### src/ceres_pkg.sv
// ==========================================================
// Ceres pipeline controller shared definitions
// Stall, exception, forwarding and flush encodings, trap
// cause codes and the trap CSR register map
// ==========================================================
package ceres_pkg;

  // Reason the pipe holds this cycle, in priority order
  typedef enum logic [2:0] {
    NO_STALL       = 3'd0,
    FENCEI_STALL   = 3'd1,
    IMISS_STALL    = 3'd2,
    DMISS_STALL    = 3'd3,
    LOAD_RAW_STALL = 3'd4,
    ALU_STALL      = 3'd5
  } stall_e;

  // Exception kind raised by a pipe stage
  typedef enum logic [2:0] {
    NO_EXCEPTION        = 3'd0,
    INSTR_MISALIGNED    = 3'd1,
    ILLEGAL_INSTRUCTION = 3'd2,
    LOAD_MISALIGNED     = 3'd3,
    STORE_MISALIGNED    = 3'd4
  } exc_e;

  // Execute operand source
  typedef enum logic [1:0] {
    FWD_NONE = 2'b00,
    FWD_WB   = 2'b01,
    FWD_MEM  = 2'b10
  } fwd_e;

  // How deep a trap flushes the pipe
  typedef enum logic [1:0] {
    FLUSH_NONE   = 2'd0,
    FLUSH_FE_DE  = 2'd2,
    FLUSH_TO_MEM = 2'd3
  } flush_e;

  // mcause codes for synchronous exceptions
  localparam logic [31:0] CAUSE_INSTR_MISALIGNED = 32'd0;
  localparam logic [31:0] CAUSE_ILLEGAL_INSTR    = 32'd2;
  localparam logic [31:0] CAUSE_LOAD_MISALIGNED  = 32'd4;
  localparam logic [31:0] CAUSE_STORE_MISALIGNED = 32'd6;

  // APB register map, byte offsets
  localparam int unsigned APB_AW = 12;
  localparam logic [APB_AW-1:0] CSR_MTVEC   = 12'h000;
  localparam logic [APB_AW-1:0] CSR_MEPC    = 12'h004;
  localparam logic [APB_AW-1:0] CSR_MCAUSE  = 12'h008;
  localparam logic [APB_AW-1:0] CSR_MTVAL   = 12'h00C;
  localparam logic [APB_AW-1:0] CSR_TRAPCNT = 12'h010;

  // Exception kind to mcause value, zero when nothing is raised
  function automatic logic [31:0] exc_to_cause(exc_e exc);
    case (exc)
      INSTR_MISALIGNED:    return CAUSE_INSTR_MISALIGNED;
      ILLEGAL_INSTRUCTION: return CAUSE_ILLEGAL_INSTR;
      LOAD_MISALIGNED:     return CAUSE_LOAD_MISALIGNED;
      STORE_MISALIGNED:    return CAUSE_STORE_MISALIGNED;
      default:             return 32'd0;
    endcase
  endfunction

endpackage

### src/ceres_pipe_ctrl.sv
// ==========================================================
// Ceres pipeline controller top
// Hazard unit, trap unit and trap CSR block around the
// stage facts of a five-stage RISC-V pipe
// ==========================================================
`timescale 1ns/1ps
module ceres_pipe_ctrl
  import ceres_pkg::*;
#(
  parameter int unsigned XLEN = 32
) (
  input  logic              clk_i,
  input  logic              rst_ni,
  // Register addresses and write enables per stage
  input  logic [4:0]        r1_addr_de_i,
  input  logic [4:0]        r2_addr_de_i,
  input  logic [4:0]        r1_addr_ex_i,
  input  logic [4:0]        r2_addr_ex_i,
  input  logic [4:0]        rd_addr_ex_i,
  input  logic [4:0]        rd_addr_me_i,
  input  logic [4:0]        rd_addr_wb_i,
  input  logic              ld_ex_i,
  input  logic              rf_rw_me_i,
  input  logic              rf_rw_wb_i,
  // Branch outcome against prediction
  input  logic              br_taken_ex_i,
  input  logic              pred_taken_ex_i,
  input  logic [XLEN-1:0]   br_target_ex_i,
  input  logic [XLEN-1:0]   pred_pc_ex_i,
  input  logic [XLEN-1:0]   pc_incr_ex_i,
  // Raw stall requests
  input  logic              fencei_req_i,
  input  logic              imiss_req_i,
  input  logic              dmiss_req_i,
  input  logic              alu_req_i,
  // Stage exceptions and execute access
  input  exc_e              fe_exc_i,
  input  exc_e              de_exc_i,
  input  exc_e              alu_exc_i,
  input  logic [XLEN-1:0]   fe_pc_i,
  input  logic [XLEN-1:0]   de_pc_i,
  input  logic [XLEN-1:0]   ex_pc_i,
  input  logic              mem_valid_i,
  input  logic              mem_write_i,
  input  logic [1:0]        mem_size_i,
  input  logic [XLEN-1:0]   mem_addr_i,
  // APB
  input  logic              psel_i,
  input  logic              penable_i,
  input  logic              pwrite_i,
  input  logic [APB_AW-1:0] paddr_i,
  input  logic [XLEN-1:0]   pwdata_i,
  output logic [XLEN-1:0]   prdata_o,
  output logic              pready_o,
  output logic              pslverr_o,
  // Pipe control
  output stall_e            stall_o,
  output logic              long_stall_o,
  output logic              flush_de_o,
  output logic              flush_ex_o,
  output fwd_e              fwd_a_ex_o,
  output fwd_e              fwd_b_ex_o,
  output logic              fwd_a_de_o,
  output logic              fwd_b_de_o,
  // Trap report and redirect
  output logic              trap_o,
  output logic [XLEN-1:0]   trap_cause_o,
  output logic [XLEN-1:0]   trap_mepc_o,
  output logic [XLEN-1:0]   trap_tval_o,
  output flush_e            trap_flush_o,
  output logic              redirect_o,
  output logic [XLEN-1:0]   redirect_pc_o,
  output logic [XLEN-1:0]   mtvec_o
);

  logic            spec_miss;
  logic [XLEN-1:0] mispredict_pc;

  hazard_unit #(
    .XLEN(XLEN)
  ) i_hazard_unit (
    .r1_addr_de_i   (r1_addr_de_i),
    .r2_addr_de_i   (r2_addr_de_i),
    .r1_addr_ex_i   (r1_addr_ex_i),
    .r2_addr_ex_i   (r2_addr_ex_i),
    .rd_addr_ex_i   (rd_addr_ex_i),
    .rd_addr_me_i   (rd_addr_me_i),
    .rd_addr_wb_i   (rd_addr_wb_i),
    .ld_ex_i        (ld_ex_i),
    .rf_rw_me_i     (rf_rw_me_i),
    .rf_rw_wb_i     (rf_rw_wb_i),
    .br_taken_ex_i  (br_taken_ex_i),
    .pred_taken_ex_i(pred_taken_ex_i),
    .br_target_ex_i (br_target_ex_i),
    .pred_pc_ex_i   (pred_pc_ex_i),
    .pc_incr_ex_i   (pc_incr_ex_i),
    .fencei_req_i   (fencei_req_i),
    .imiss_req_i    (imiss_req_i),
    .dmiss_req_i    (dmiss_req_i),
    .alu_req_i      (alu_req_i),
    .stall_o        (stall_o),
    .long_stall_o   (long_stall_o),
    .flush_de_o     (flush_de_o),
    .flush_ex_o     (flush_ex_o),
    .fwd_a_ex_o     (fwd_a_ex_o),
    .fwd_b_ex_o     (fwd_b_ex_o),
    .fwd_a_de_o     (fwd_a_de_o),
    .fwd_b_de_o     (fwd_b_de_o),
    .spec_miss_o    (spec_miss),
    .mispredict_pc_o(mispredict_pc)
  );

  trap_unit #(
    .XLEN(XLEN)
  ) i_trap_unit (
    .fe_exc_i       (fe_exc_i),
    .de_exc_i       (de_exc_i),
    .alu_exc_i      (alu_exc_i),
    .fe_pc_i        (fe_pc_i),
    .de_pc_i        (de_pc_i),
    .ex_pc_i        (ex_pc_i),
    .mem_valid_i    (mem_valid_i),
    .mem_write_i    (mem_write_i),
    .mem_size_i     (mem_size_i),
    .mem_addr_i     (mem_addr_i),
    .spec_miss_i    (spec_miss),
    .long_stall_i   (long_stall_o),
    .mispredict_pc_i(mispredict_pc),
    .mtvec_i        (mtvec_o),
    .trap_o         (trap_o),
    .trap_cause_o   (trap_cause_o),
    .trap_mepc_o    (trap_mepc_o),
    .trap_tval_o    (trap_tval_o),
    .flush_o        (trap_flush_o),
    .redirect_o     (redirect_o),
    .redirect_pc_o  (redirect_pc_o)
  );

  trap_csr #(
    .XLEN(XLEN)
  ) i_trap_csr (
    .clk_i       (clk_i),
    .rst_ni      (rst_ni),
    .psel_i      (psel_i),
    .penable_i   (penable_i),
    .pwrite_i    (pwrite_i),
    .paddr_i     (paddr_i),
    .pwdata_i    (pwdata_i),
    .prdata_o    (prdata_o),
    .pready_o    (pready_o),
    .pslverr_o   (pslverr_o),
    .trap_i      (trap_o),
    .trap_cause_i(trap_cause_o),
    .trap_mepc_i (trap_mepc_o),
    .trap_tval_i (trap_tval_o),
    .mtvec_o     (mtvec_o)
  );

endmodule

### src/hazard_unit.sv
// ==========================================================
// Hazard unit
// Stall priority, load-use detection, operand forwarding and
// branch misprediction flushes
// ==========================================================
`timescale 1ns/1ps
module hazard_unit
  import ceres_pkg::*;
#(
  parameter int unsigned XLEN = 32
) (
  input  logic [4:0]      r1_addr_de_i,
  input  logic [4:0]      r2_addr_de_i,
  input  logic [4:0]      r1_addr_ex_i,
  input  logic [4:0]      r2_addr_ex_i,
  input  logic [4:0]      rd_addr_ex_i,
  input  logic [4:0]      rd_addr_me_i,
  input  logic [4:0]      rd_addr_wb_i,
  input  logic            ld_ex_i,
  input  logic            rf_rw_me_i,
  input  logic            rf_rw_wb_i,
  input  logic            br_taken_ex_i,
  input  logic            pred_taken_ex_i,
  input  logic [XLEN-1:0] br_target_ex_i,
  input  logic [XLEN-1:0] pred_pc_ex_i,
  input  logic [XLEN-1:0] pc_incr_ex_i,
  input  logic            fencei_req_i,
  input  logic            imiss_req_i,
  input  logic            dmiss_req_i,
  input  logic            alu_req_i,
  output stall_e          stall_o,
  output logic            long_stall_o,
  output logic            flush_de_o,
  output logic            flush_ex_o,
  output fwd_e            fwd_a_ex_o,
  output fwd_e            fwd_b_ex_o,
  output logic            fwd_a_de_o,
  output logic            fwd_b_de_o,
  output logic            spec_miss_o,
  output logic [XLEN-1:0] mispredict_pc_o
);

  logic load_use;
  logic mispredict;

  // Memory result is younger, so it wins over writeback
  function automatic fwd_e fwd_sel(logic [4:0] rs);
    if (rf_rw_me_i && (rd_addr_me_i != 5'd0) && (rd_addr_me_i == rs)) begin
      return FWD_MEM;
    end
    if (rf_rw_wb_i && (rd_addr_wb_i != 5'd0) && (rd_addr_wb_i == rs)) begin
      return FWD_WB;
    end
    return FWD_NONE;
  endfunction

  // ==========================================================
  // Stall cause
  // ==========================================================
  // Load in execute feeding the instruction in decode
  assign load_use = ld_ex_i && (rd_addr_ex_i != 5'd0) &&
                    ((rd_addr_ex_i == r1_addr_de_i) || (rd_addr_ex_i == r2_addr_de_i));

  always_comb begin
    if (fencei_req_i) stall_o = FENCEI_STALL;
    else if (imiss_req_i) stall_o = IMISS_STALL;
    else if (dmiss_req_i) stall_o = DMISS_STALL;
    else if (load_use) stall_o = LOAD_RAW_STALL;
    else if (alu_req_i) stall_o = ALU_STALL;
    else stall_o = NO_STALL;
  end

  // Every stall except load-use freezes the whole pipe
  assign long_stall_o = (stall_o != NO_STALL) && (stall_o != LOAD_RAW_STALL);

  // ==========================================================
  // Branch check and flushes
  // ==========================================================
  // Taken needs the right direction and the right target
  assign mispredict = br_taken_ex_i ?
                      (!pred_taken_ex_i || (pred_pc_ex_i != br_target_ex_i)) :
                      pred_taken_ex_i;

  assign spec_miss_o     = mispredict;
  assign mispredict_pc_o = br_taken_ex_i ? br_target_ex_i : pc_incr_ex_i;

  // A frozen pipe keeps its stages, flushes wait for the stall to end
  assign flush_de_o = mispredict && !long_stall_o;
  // Load-use also inserts a bubble into execute
  assign flush_ex_o = (mispredict || load_use) && !long_stall_o;

  // ==========================================================
  // Forwarding
  // ==========================================================
  // Selects follow the stage write enables and addresses as well
  always_comb begin
    fwd_a_ex_o = fwd_sel(r1_addr_ex_i);
    fwd_b_ex_o = fwd_sel(r2_addr_ex_i);
  end

  // Register file write-through for the decode read ports
  assign fwd_a_de_o = rf_rw_wb_i && (rd_addr_wb_i != 5'd0) && (rd_addr_wb_i == r1_addr_de_i);
  assign fwd_b_de_o = rf_rw_wb_i && (rd_addr_wb_i != 5'd0) && (rd_addr_wb_i == r2_addr_de_i);

  // x0 is hardwired, a memory bypass for it would corrupt an operand
  always_comb begin
    assert ((fwd_a_ex_o != FWD_MEM || r1_addr_ex_i != 5'd0) &&
            (fwd_b_ex_o != FWD_MEM || r2_addr_ex_i != 5'd0))
      else $error("hazard_unit: memory bypass selected for x0");
  end

endmodule

### src/trap_csr.sv
// ==========================================================
// Trap CSR block
// APB completer with a writable trap vector and read-only
// capture of the last trap plus a trap counter
// ==========================================================
`timescale 1ns/1ps
module trap_csr
  import ceres_pkg::*;
#(
  parameter int unsigned XLEN = 32
) (
  input  logic              clk_i,
  input  logic              rst_ni,
  input  logic              psel_i,
  input  logic              penable_i,
  input  logic              pwrite_i,
  input  logic [APB_AW-1:0] paddr_i,
  input  logic [XLEN-1:0]   pwdata_i,
  output logic [XLEN-1:0]   prdata_o,
  output logic              pready_o,
  output logic              pslverr_o,
  input  logic              trap_i,
  input  logic [XLEN-1:0]   trap_cause_i,
  input  logic [XLEN-1:0]   trap_mepc_i,
  input  logic [XLEN-1:0]   trap_tval_i,
  output logic [XLEN-1:0]   mtvec_o
);

  logic [XLEN-1:0] mtvec_q;
  logic [XLEN-1:0] mepc_q;
  logic [XLEN-1:0] mcause_q;
  logic [XLEN-1:0] mtval_q;
  logic [XLEN-1:0] trap_cnt_q;
  logic            access;
  logic            addr_hit;
  logic            mtvec_we;

  // ==========================================================
  // APB decode
  // ==========================================================
  // No wait states, every access completes in one cycle
  assign pready_o = 1'b1;
  assign access   = psel_i && penable_i;

  // Only listed word offsets respond
  always_comb begin
    case (paddr_i)
      CSR_MTVEC,
      CSR_MEPC,
      CSR_MCAUSE,
      CSR_MTVAL,
      CSR_TRAPCNT: addr_hit = 1'b1;
      default:     addr_hit = 1'b0;
    endcase
  end

  assign pslverr_o = access && !addr_hit;
  // Writes to the capture registers are dropped silently
  assign mtvec_we  = access && pwrite_i && (paddr_i == CSR_MTVEC);

  always_comb begin
    case (paddr_i)
      CSR_MTVEC:   prdata_o = mtvec_q;
      CSR_MEPC:    prdata_o = mepc_q;
      CSR_MCAUSE:  prdata_o = mcause_q;
      CSR_MTVAL:   prdata_o = mtval_q;
      CSR_TRAPCNT: prdata_o = trap_cnt_q;
      default:     prdata_o = '0;
    endcase
  end

  // ==========================================================
  // Registers
  // ==========================================================
  // Direct mode only, vector kept word aligned
  always_ff @(posedge clk_i) begin
    if (!rst_ni) begin
      mtvec_q <= '0;
    end else if (mtvec_we) begin
      mtvec_q <= {pwdata_i[XLEN-1:2], 2'b00};
    end
  end

  // Capture the trap seen in this cycle
  always_ff @(posedge clk_i) begin
    if (!rst_ni) begin
      mepc_q     <= '0;
      mcause_q   <= '0;
      mtval_q    <= '0;
      trap_cnt_q <= '0;
    end else if (trap_i) begin
      mepc_q     <= trap_mepc_i;
      mcause_q   <= trap_cause_i;
      mtval_q    <= trap_tval_i;
      trap_cnt_q <= trap_cnt_q + 1'b1;
    end
  end

  // Redirect uses the stored vector, a new write lands next cycle
  assign mtvec_o = mtvec_q;

  // APB access phase is only legal inside a selected transfer
  a_penable_in_psel : assert property (
    @(posedge clk_i) disable iff (!rst_ni) penable_i |-> psel_i
  ) else $error("trap_csr: penable without psel");

endmodule

### src/trap_unit.sv
// ==========================================================
// Trap unit
// Access misalignment check, exception priority across
// execute, decode and fetch, trap info and fetch redirect
// ==========================================================
`timescale 1ns/1ps
module trap_unit
  import ceres_pkg::*;
#(
  parameter int unsigned XLEN = 32
) (
  input  exc_e            fe_exc_i,
  input  exc_e            de_exc_i,
  input  exc_e            alu_exc_i,
  input  logic [XLEN-1:0] fe_pc_i,
  input  logic [XLEN-1:0] de_pc_i,
  input  logic [XLEN-1:0] ex_pc_i,
  input  logic            mem_valid_i,
  input  logic            mem_write_i,
  input  logic [1:0]      mem_size_i,
  input  logic [XLEN-1:0] mem_addr_i,
  input  logic            spec_miss_i,
  input  logic            long_stall_i,
  input  logic [XLEN-1:0] mispredict_pc_i,
  input  logic [XLEN-1:0] mtvec_i,
  output logic            trap_o,
  output logic [XLEN-1:0] trap_cause_o,
  output logic [XLEN-1:0] trap_mepc_o,
  output logic [XLEN-1:0] trap_tval_o,
  output flush_e          flush_o,
  output logic            redirect_o,
  output logic [XLEN-1:0] redirect_pc_o
);

  exc_e ex_exc;
  exc_e de_act;
  exc_e fe_act;
  exc_e win_exc;
  logic misaligned;

  // ==========================================================
  // Execute exception
  // ==========================================================
  // Halfword needs bit 0 clear, word needs both low bits clear
  always_comb begin
    case (mem_size_i)
      2'd2:    misaligned = mem_addr_i[0];
      2'd3:    misaligned = |mem_addr_i[1:0];
      default: misaligned = 1'b0;
    endcase
  end

  // ALU fault wins over the access check of the same instruction
  always_comb begin
    if (alu_exc_i != NO_EXCEPTION) begin
      ex_exc = alu_exc_i;
    end else if (mem_valid_i && misaligned) begin
      ex_exc = mem_write_i ? STORE_MISALIGNED : LOAD_MISALIGNED;
    end else begin
      ex_exc = NO_EXCEPTION;
    end
  end

  // Younger stages sit on the wrong path after a mispredict
  assign de_act = spec_miss_i ? NO_EXCEPTION : de_exc_i;
  assign fe_act = spec_miss_i ? NO_EXCEPTION : fe_exc_i;

  // ==========================================================
  // Priority select
  // ==========================================================
  always_comb begin
    if (ex_exc != NO_EXCEPTION) begin
      win_exc     = ex_exc;
      trap_mepc_o = ex_pc_i;
      flush_o     = FLUSH_TO_MEM;
    end else if (de_act != NO_EXCEPTION) begin
      win_exc     = de_act;
      trap_mepc_o = de_pc_i;
      flush_o     = FLUSH_FE_DE;
    end else if (fe_act != NO_EXCEPTION) begin
      win_exc     = fe_act;
      trap_mepc_o = fe_pc_i;
      flush_o     = FLUSH_NONE;
    end else begin
      win_exc     = NO_EXCEPTION;
      trap_mepc_o = ex_pc_i;
      flush_o     = FLUSH_NONE;
    end
  end

  assign trap_o       = (win_exc != NO_EXCEPTION);
  assign trap_cause_o = XLEN'(exc_to_cause(win_exc));

  // mtval holds the faulting address or pc, zero for illegal
  always_comb begin
    case (win_exc)
      LOAD_MISALIGNED,
      STORE_MISALIGNED: trap_tval_o = mem_addr_i;
      INSTR_MISALIGNED: trap_tval_o = trap_mepc_o;
      default:          trap_tval_o = '0;
    endcase
  end

  // ==========================================================
  // Redirect
  // ==========================================================
  // Trap vector first, then the corrected branch path
  always_comb begin
    if (trap_o) begin
      redirect_o    = 1'b1;
      redirect_pc_o = mtvec_i;
    end else begin
      redirect_o    = spec_miss_i && !long_stall_i;
      redirect_pc_o = mispredict_pc_i;
    end
  end

  // An execute trap has to clear the pipe down to memory
  always_comb begin
    assert ((flush_o == FLUSH_TO_MEM) == (trap_o && ex_exc != NO_EXCEPTION))
      else $error("trap_unit: execute trap and flush depth disagree");
  end

endmodule
### config.mk
export PLATFORM = sky130hd
export DESIGN_NAME = ceres_pipe_ctrl
export DESIGN_NICKNAME = d
export VERILOG_FILES = /design/src/ceres_pkg.sv /design/src/ceres_pipe_ctrl.sv /design/src/hazard_unit.sv /design/src/trap_csr.sv /design/src/trap_unit.sv
export SDC_FILE = /design/constraint.sdc
export NUM_CORES = 1
export LEC_CHECK = 0
export BUFFER_PORTS_ARGS = -buffer_cell sky130_fd_sc_hd__buf_2
export CAP_MARGIN = 5
export CELL_PAD_IN_SITES_DETAIL_PLACEMENT = 1
export CELL_PAD_IN_SITES_GLOBAL_PLACEMENT = 1
export CORE_AREA = 3 3 211 213
export DETAILED_ROUTE_END_ITERATION = 7
export DIE_AREA = 0 0 214 216
export PLACE_DENSITY = 0.75
export SYNTH_ARGS = -nofsm -noshare
export SYNTH_HDL_FRONTEND = slang
export SYNTH_HIERARCHICAL = 1
export SYNTH_SLANG_ARGS = --single-unit
### constraint.sdc
create_clock -name clk_i -period 5.3 [get_ports clk_i]
set_input_delay 0.265 -clock clk_i [delete_from_list [all_inputs] [get_ports clk_i]]
set_output_delay 0.265 -clock clk_i [all_outputs]
set_load 0.01 [all_outputs]
==> qor.yml <==
run_status:
  status: "finished clean"
routing:
  initialDrtViolationCount: 496
  drt_pre_antenna_iters: 4
  avgViaCountPerCell: 5.16
  vias: 11700
  routed_wire_length_per_instance_microns: 25.0
  drtAntennaViolNets: 0
  postRouteWirelength_microns: 56800
  route.detailed.drc: 0
floorplan:
  die_height_microns: 216
  die_w_microns: 214
  boundaryPins: 540
  initial_util_pct: 25.0
  die_area_sq_um: 46200
  placementRows: 76
  core-area_sq_um: 42900
power_and_ir_drop:
  combinationalPowerShare_pct: 21.9
  p_switching_mw: 1.03
  intPower_mw: 2.28
  worst_case_vdd_ir_drop_uv: 224
  proportion_of_power_drawn_by_the_clock_network_pct: 39.8
  p_leak_nw: 6.76
  switching_share_pct: 31.0
  pwr-share-seq_pct: 38.3
  power_per_cell_area_nw_per_um2: 232
clocking:
  cts.sinks: 158
  post_cts_resized: 0
  post-cts-setup-buffers: 0
  cts_made_buffers: 17
  clkLatencyLatePin_ns: 0.45
  cts.reportedPaths.clkPinSlew_ns: 0.07
  cts_tree: "yes"
  clock-root-buffer: "sky130_fd_sc_hd__clkbuf_16"
  cts.hold.buffers_added: 0
  h-tree-depth: 4
  cts.path.max_buffers: 2
synthesis:
  synth.cell_area_sq_um: 10700
  yosys_warnings: 6
  number_of_distinct_library_cells_after_synthesis: 61
  sequential_fraction_of_the_synthesis_area_pct: 29.5
  ys_top_cells_by_area: "sky130_fd_sc_hd__dfxtp_1, sky130_fd_sc_hd__mux2i_1, sky130_fd_sc_hd__mux4_2, sky130_fd_sc_hd__xor2_1, sky130_fd_sc_hd__nand4_1"
  ys_dominant_reg_cell: "sky130_fd_sc_hd__dfxtp_1"
  share_of_the_synthesized_area_in_the_top_cell_type_pct: 29.5
  post_synth_edffs: 0
  synthArstFlopShare_pct: 0
  syn-mean-instance-area_sq_um: 8.71
  synth_largest_area_cell: "sky130_fd_sc_hd__dfxtp_1"
  yosys_register_bits: 158
  post_synth_inst_count: 1231
final_layout:
  post_route_cells_drive_above_1_share_pct: 38.3
  fillerInstances: 5191
  finish.net_count: 1995
  seqCellArea_sq_um: 3160
  finalInstanceArea_sq_um: 14200
  multi_input_area_sq_um: 6870
  area_delta_synth_final_pct: 32.8
  finish.cell_count_without_fillers: 2266
placement:
  finalWeightedCongestion: 0.951
  detailedPlacementHpwl_microns: 46600
  placedInstanceArea_sq_um: 13600
  numPlacedInstances: 2230
  dp_slack_ns: 0.737
  placement.io_buffers: 504
timing:
  setup-tns-final_ns: 0
  min_period_over_period_pct: 78.8
  layout_min_cycle_time_ns: 4.17
  report.final.hold_viol_count: 0
  max_freq_ghz: 0.240
  worst_slew_pin_slew_ns: 0.956
  postLayoutSetupSlackWorst_ns: 1.13
  fin_hold_ws_ns: 0.0633
  timing.final.setup_violations: 0
  grt_setup_unrepaired: "false"
  final.setup_skew_ns: 0.00937
  timing_max_transition_violations_final: 0
  slew-limit-headroom_pct: 36.2
critical_path:
  timing_worst_setup_path_type: "input pin to primary output"
  critical_path_fanouts_max: 33
  worstPathArrival_ns: 3.91
  startpoint_type: "input pin"
  setup.worst_path.end_class: "primary output"
  worstPathRequired_ns: 5.04
global_route:
  track_usage_pct: 23.7
  globalRouteOverflowTotal: 0
  wire_length_of_the_first_global_routing_pass_microns: 82300
  antenna_violations_before_repair: 11
  largest_net_degree_at_the_start_of_global_routing: 101
  grt_pass1_vias: 12200
worst_hold_path:
  min_path_type: "input pin to flip-flop"
run:
  cap_violations: 0
-- final cells by class --
class | instances | area share, %
multi-input combinational | 921 | 48.2
sequential | 158 | 22.2
timing repair buffer | 525 | 18.9
tap | 585 | 5.14
clock buffer | 21 | 3.30
inverter | 41 | 1.13
clock inverter | 11 | 1.04
antenna | 4 | 0.0703
-- power by group through the flow --
stage	sequential (mW)	clock (mW)	combinational [mW]
after detailed placement	1.29	0	0.721
after floorplan	1.28	0	0.401
final	1.27	1.32	0.725
after global routing	1.27	1.40	0.782
after CTS	1.27	1.36	0.724
after global placement	1.29	0	0.703
-- per-stage QoR --
stage                     utilization, %  power [mW]
after CTS                           33.2        3.35
after global placement              31.7        2.00
after detailed placement            31.7        2.02
after global routing                33.2        3.46
final                               33.2        3.31
after floorplan                        -        1.68
-- sequential cells by signal, summed over array words and instances, names as in the netlist --
signal	cells
i_trap_csr/mtvec_o	30
i_trap_csr/mcause_q	32
i_trap_csr/mtval_q	32
i_trap_csr/mepc_q	32
i_trap_csr/trap_cnt_q	32
-- cell usage in the layout, fill, tap and decap left out, types with 5 or more instances in the layout --
master                        n
sky130_fd_sc_hd__nor3_1      11
sky130_fd_sc_hd__nand3_1     25
sky130_fd_sc_hd__nor2_1     124
sky130_fd_sc_hd__conb_1      33
sky130_fd_sc_hd__nor4_1      17
sky130_fd_sc_hd__buf_4       20
sky130_fd_sc_hd__a22o_1      30
sky130_fd_sc_hd__o211ai_1    33
sky130_fd_sc_hd__o22a_1      32
sky130_fd_sc_hd__o22ai_1     34
sky130_fd_sc_hd__and4_1       5
sky130_fd_sc_hd__inv_6        5
sky130_fd_sc_hd__or4_1       19
sky130_fd_sc_hd__clkbuf_16   17
sky130_fd_sc_hd__o31ai_1     11
sky130_fd_sc_hd__buf_2      504
sky130_fd_sc_hd__xor2_1      55
sky130_fd_sc_hd__mux2_2      36
sky130_fd_sc_hd__nand4_1     75
sky130_fd_sc_hd__o21a_1       7
sky130_fd_sc_hd__inv_1       39
sky130_fd_sc_hd__mux2i_1     99
sky130_fd_sc_hd__mux2_1      28
sky130_fd_sc_hd__dfxtp_1    158
sky130_fd_sc_hd__nand2_1     80
sky130_fd_sc_hd__xnor2_1     29
sky130_fd_sc_hd__mux4_2      30
sky130_fd_sc_hd__a21oi_1     53
sky130_fd_sc_hd__o21ai_0      6
-- final timing paths --
path / endpoint / start / depth (start not counted) / slack, ns
setup reg to reg: i_trap_csr/trap_cnt_q[22] / i_trap_csr/trap_cnt_q[0] / 5 / 3.03
setup / recovery: trap_cause_o[2] / br_target_ex_i[31] / 13 / 1.13
hold reg to reg: i_trap_csr/mcause_q[11] / i_trap_csr/mcause_q[11] / 2 / 0.49
hold / removal: i_trap_csr/mtvec_o[29] / pwdata_i[29] / 3 / 0.06
-- worst max-delay path, cell delays in order --
cell	delay, ns
sky130_fd_sc_hd__buf_2	0.11
sky130_fd_sc_hd__xor2_1	0.17
sky130_fd_sc_hd__nor4_1	0.52
sky130_fd_sc_hd__nand4_1	0.19
sky130_fd_sc_hd__nor3_2	0.29
sky130_fd_sc_hd__nor2_1	0.24
sky130_fd_sc_hd__inv_1	0.23
sky130_fd_sc_hd__nand2_1	0.14
sky130_fd_sc_hd__o311ai_4	0.29
sky130_fd_sc_hd__buf_4	0.44
sky130_fd_sc_hd__nand2_1	0.14
sky130_fd_sc_hd__o21ai_0	0.59
sky130_fd_sc_hd__buf_2	0.27
-- cell usage after synthesis (all sizes together), types with 3 or more instances --
cell type	instances
o31a	3
o22ai	34
nand4	76
and3	4
o22a	32
a21oi	54
dfxtp	158
and4	6
or3	3
o31ai	12
o211ai	33
mux2i	99
inv	41
nor3	13
xor2	55
nand3b	4
conb	3
mux4	30
nand3	25
buf	77
o21ai	10
nand2	80
nor2	125
or4	19
nor4	19
mux2	64
o21a	7
a22o	30
clkbuf	64
xnor2	29
-- cells by family (layout without fill, tap and decap cells) --
logic type	Yosys count	after routing	synth area share, %
buffers and inverters	182	598	8.02
and+or+nand+nor	383	383	18.0
adders and majority gates	1	1	0.117
DFF	158	158	29.5
AOI/OAI and AO/OA	227	227	15.1
xor gates and xnor gates	84	84	6.86
other	3	37	0.105
muxes	193	193	22.3
-- metal layers --
metal	up-vias	global-route usage (%)	wire (microns)
met5	-	0	38
met4	6	8.37	1680
met3	71	5.13	3330
met2	475	42.6	28500
met1	5789	27.7	23200
li1	5352	-	-
Note: power is estimated with default switching activity, not from simulation.
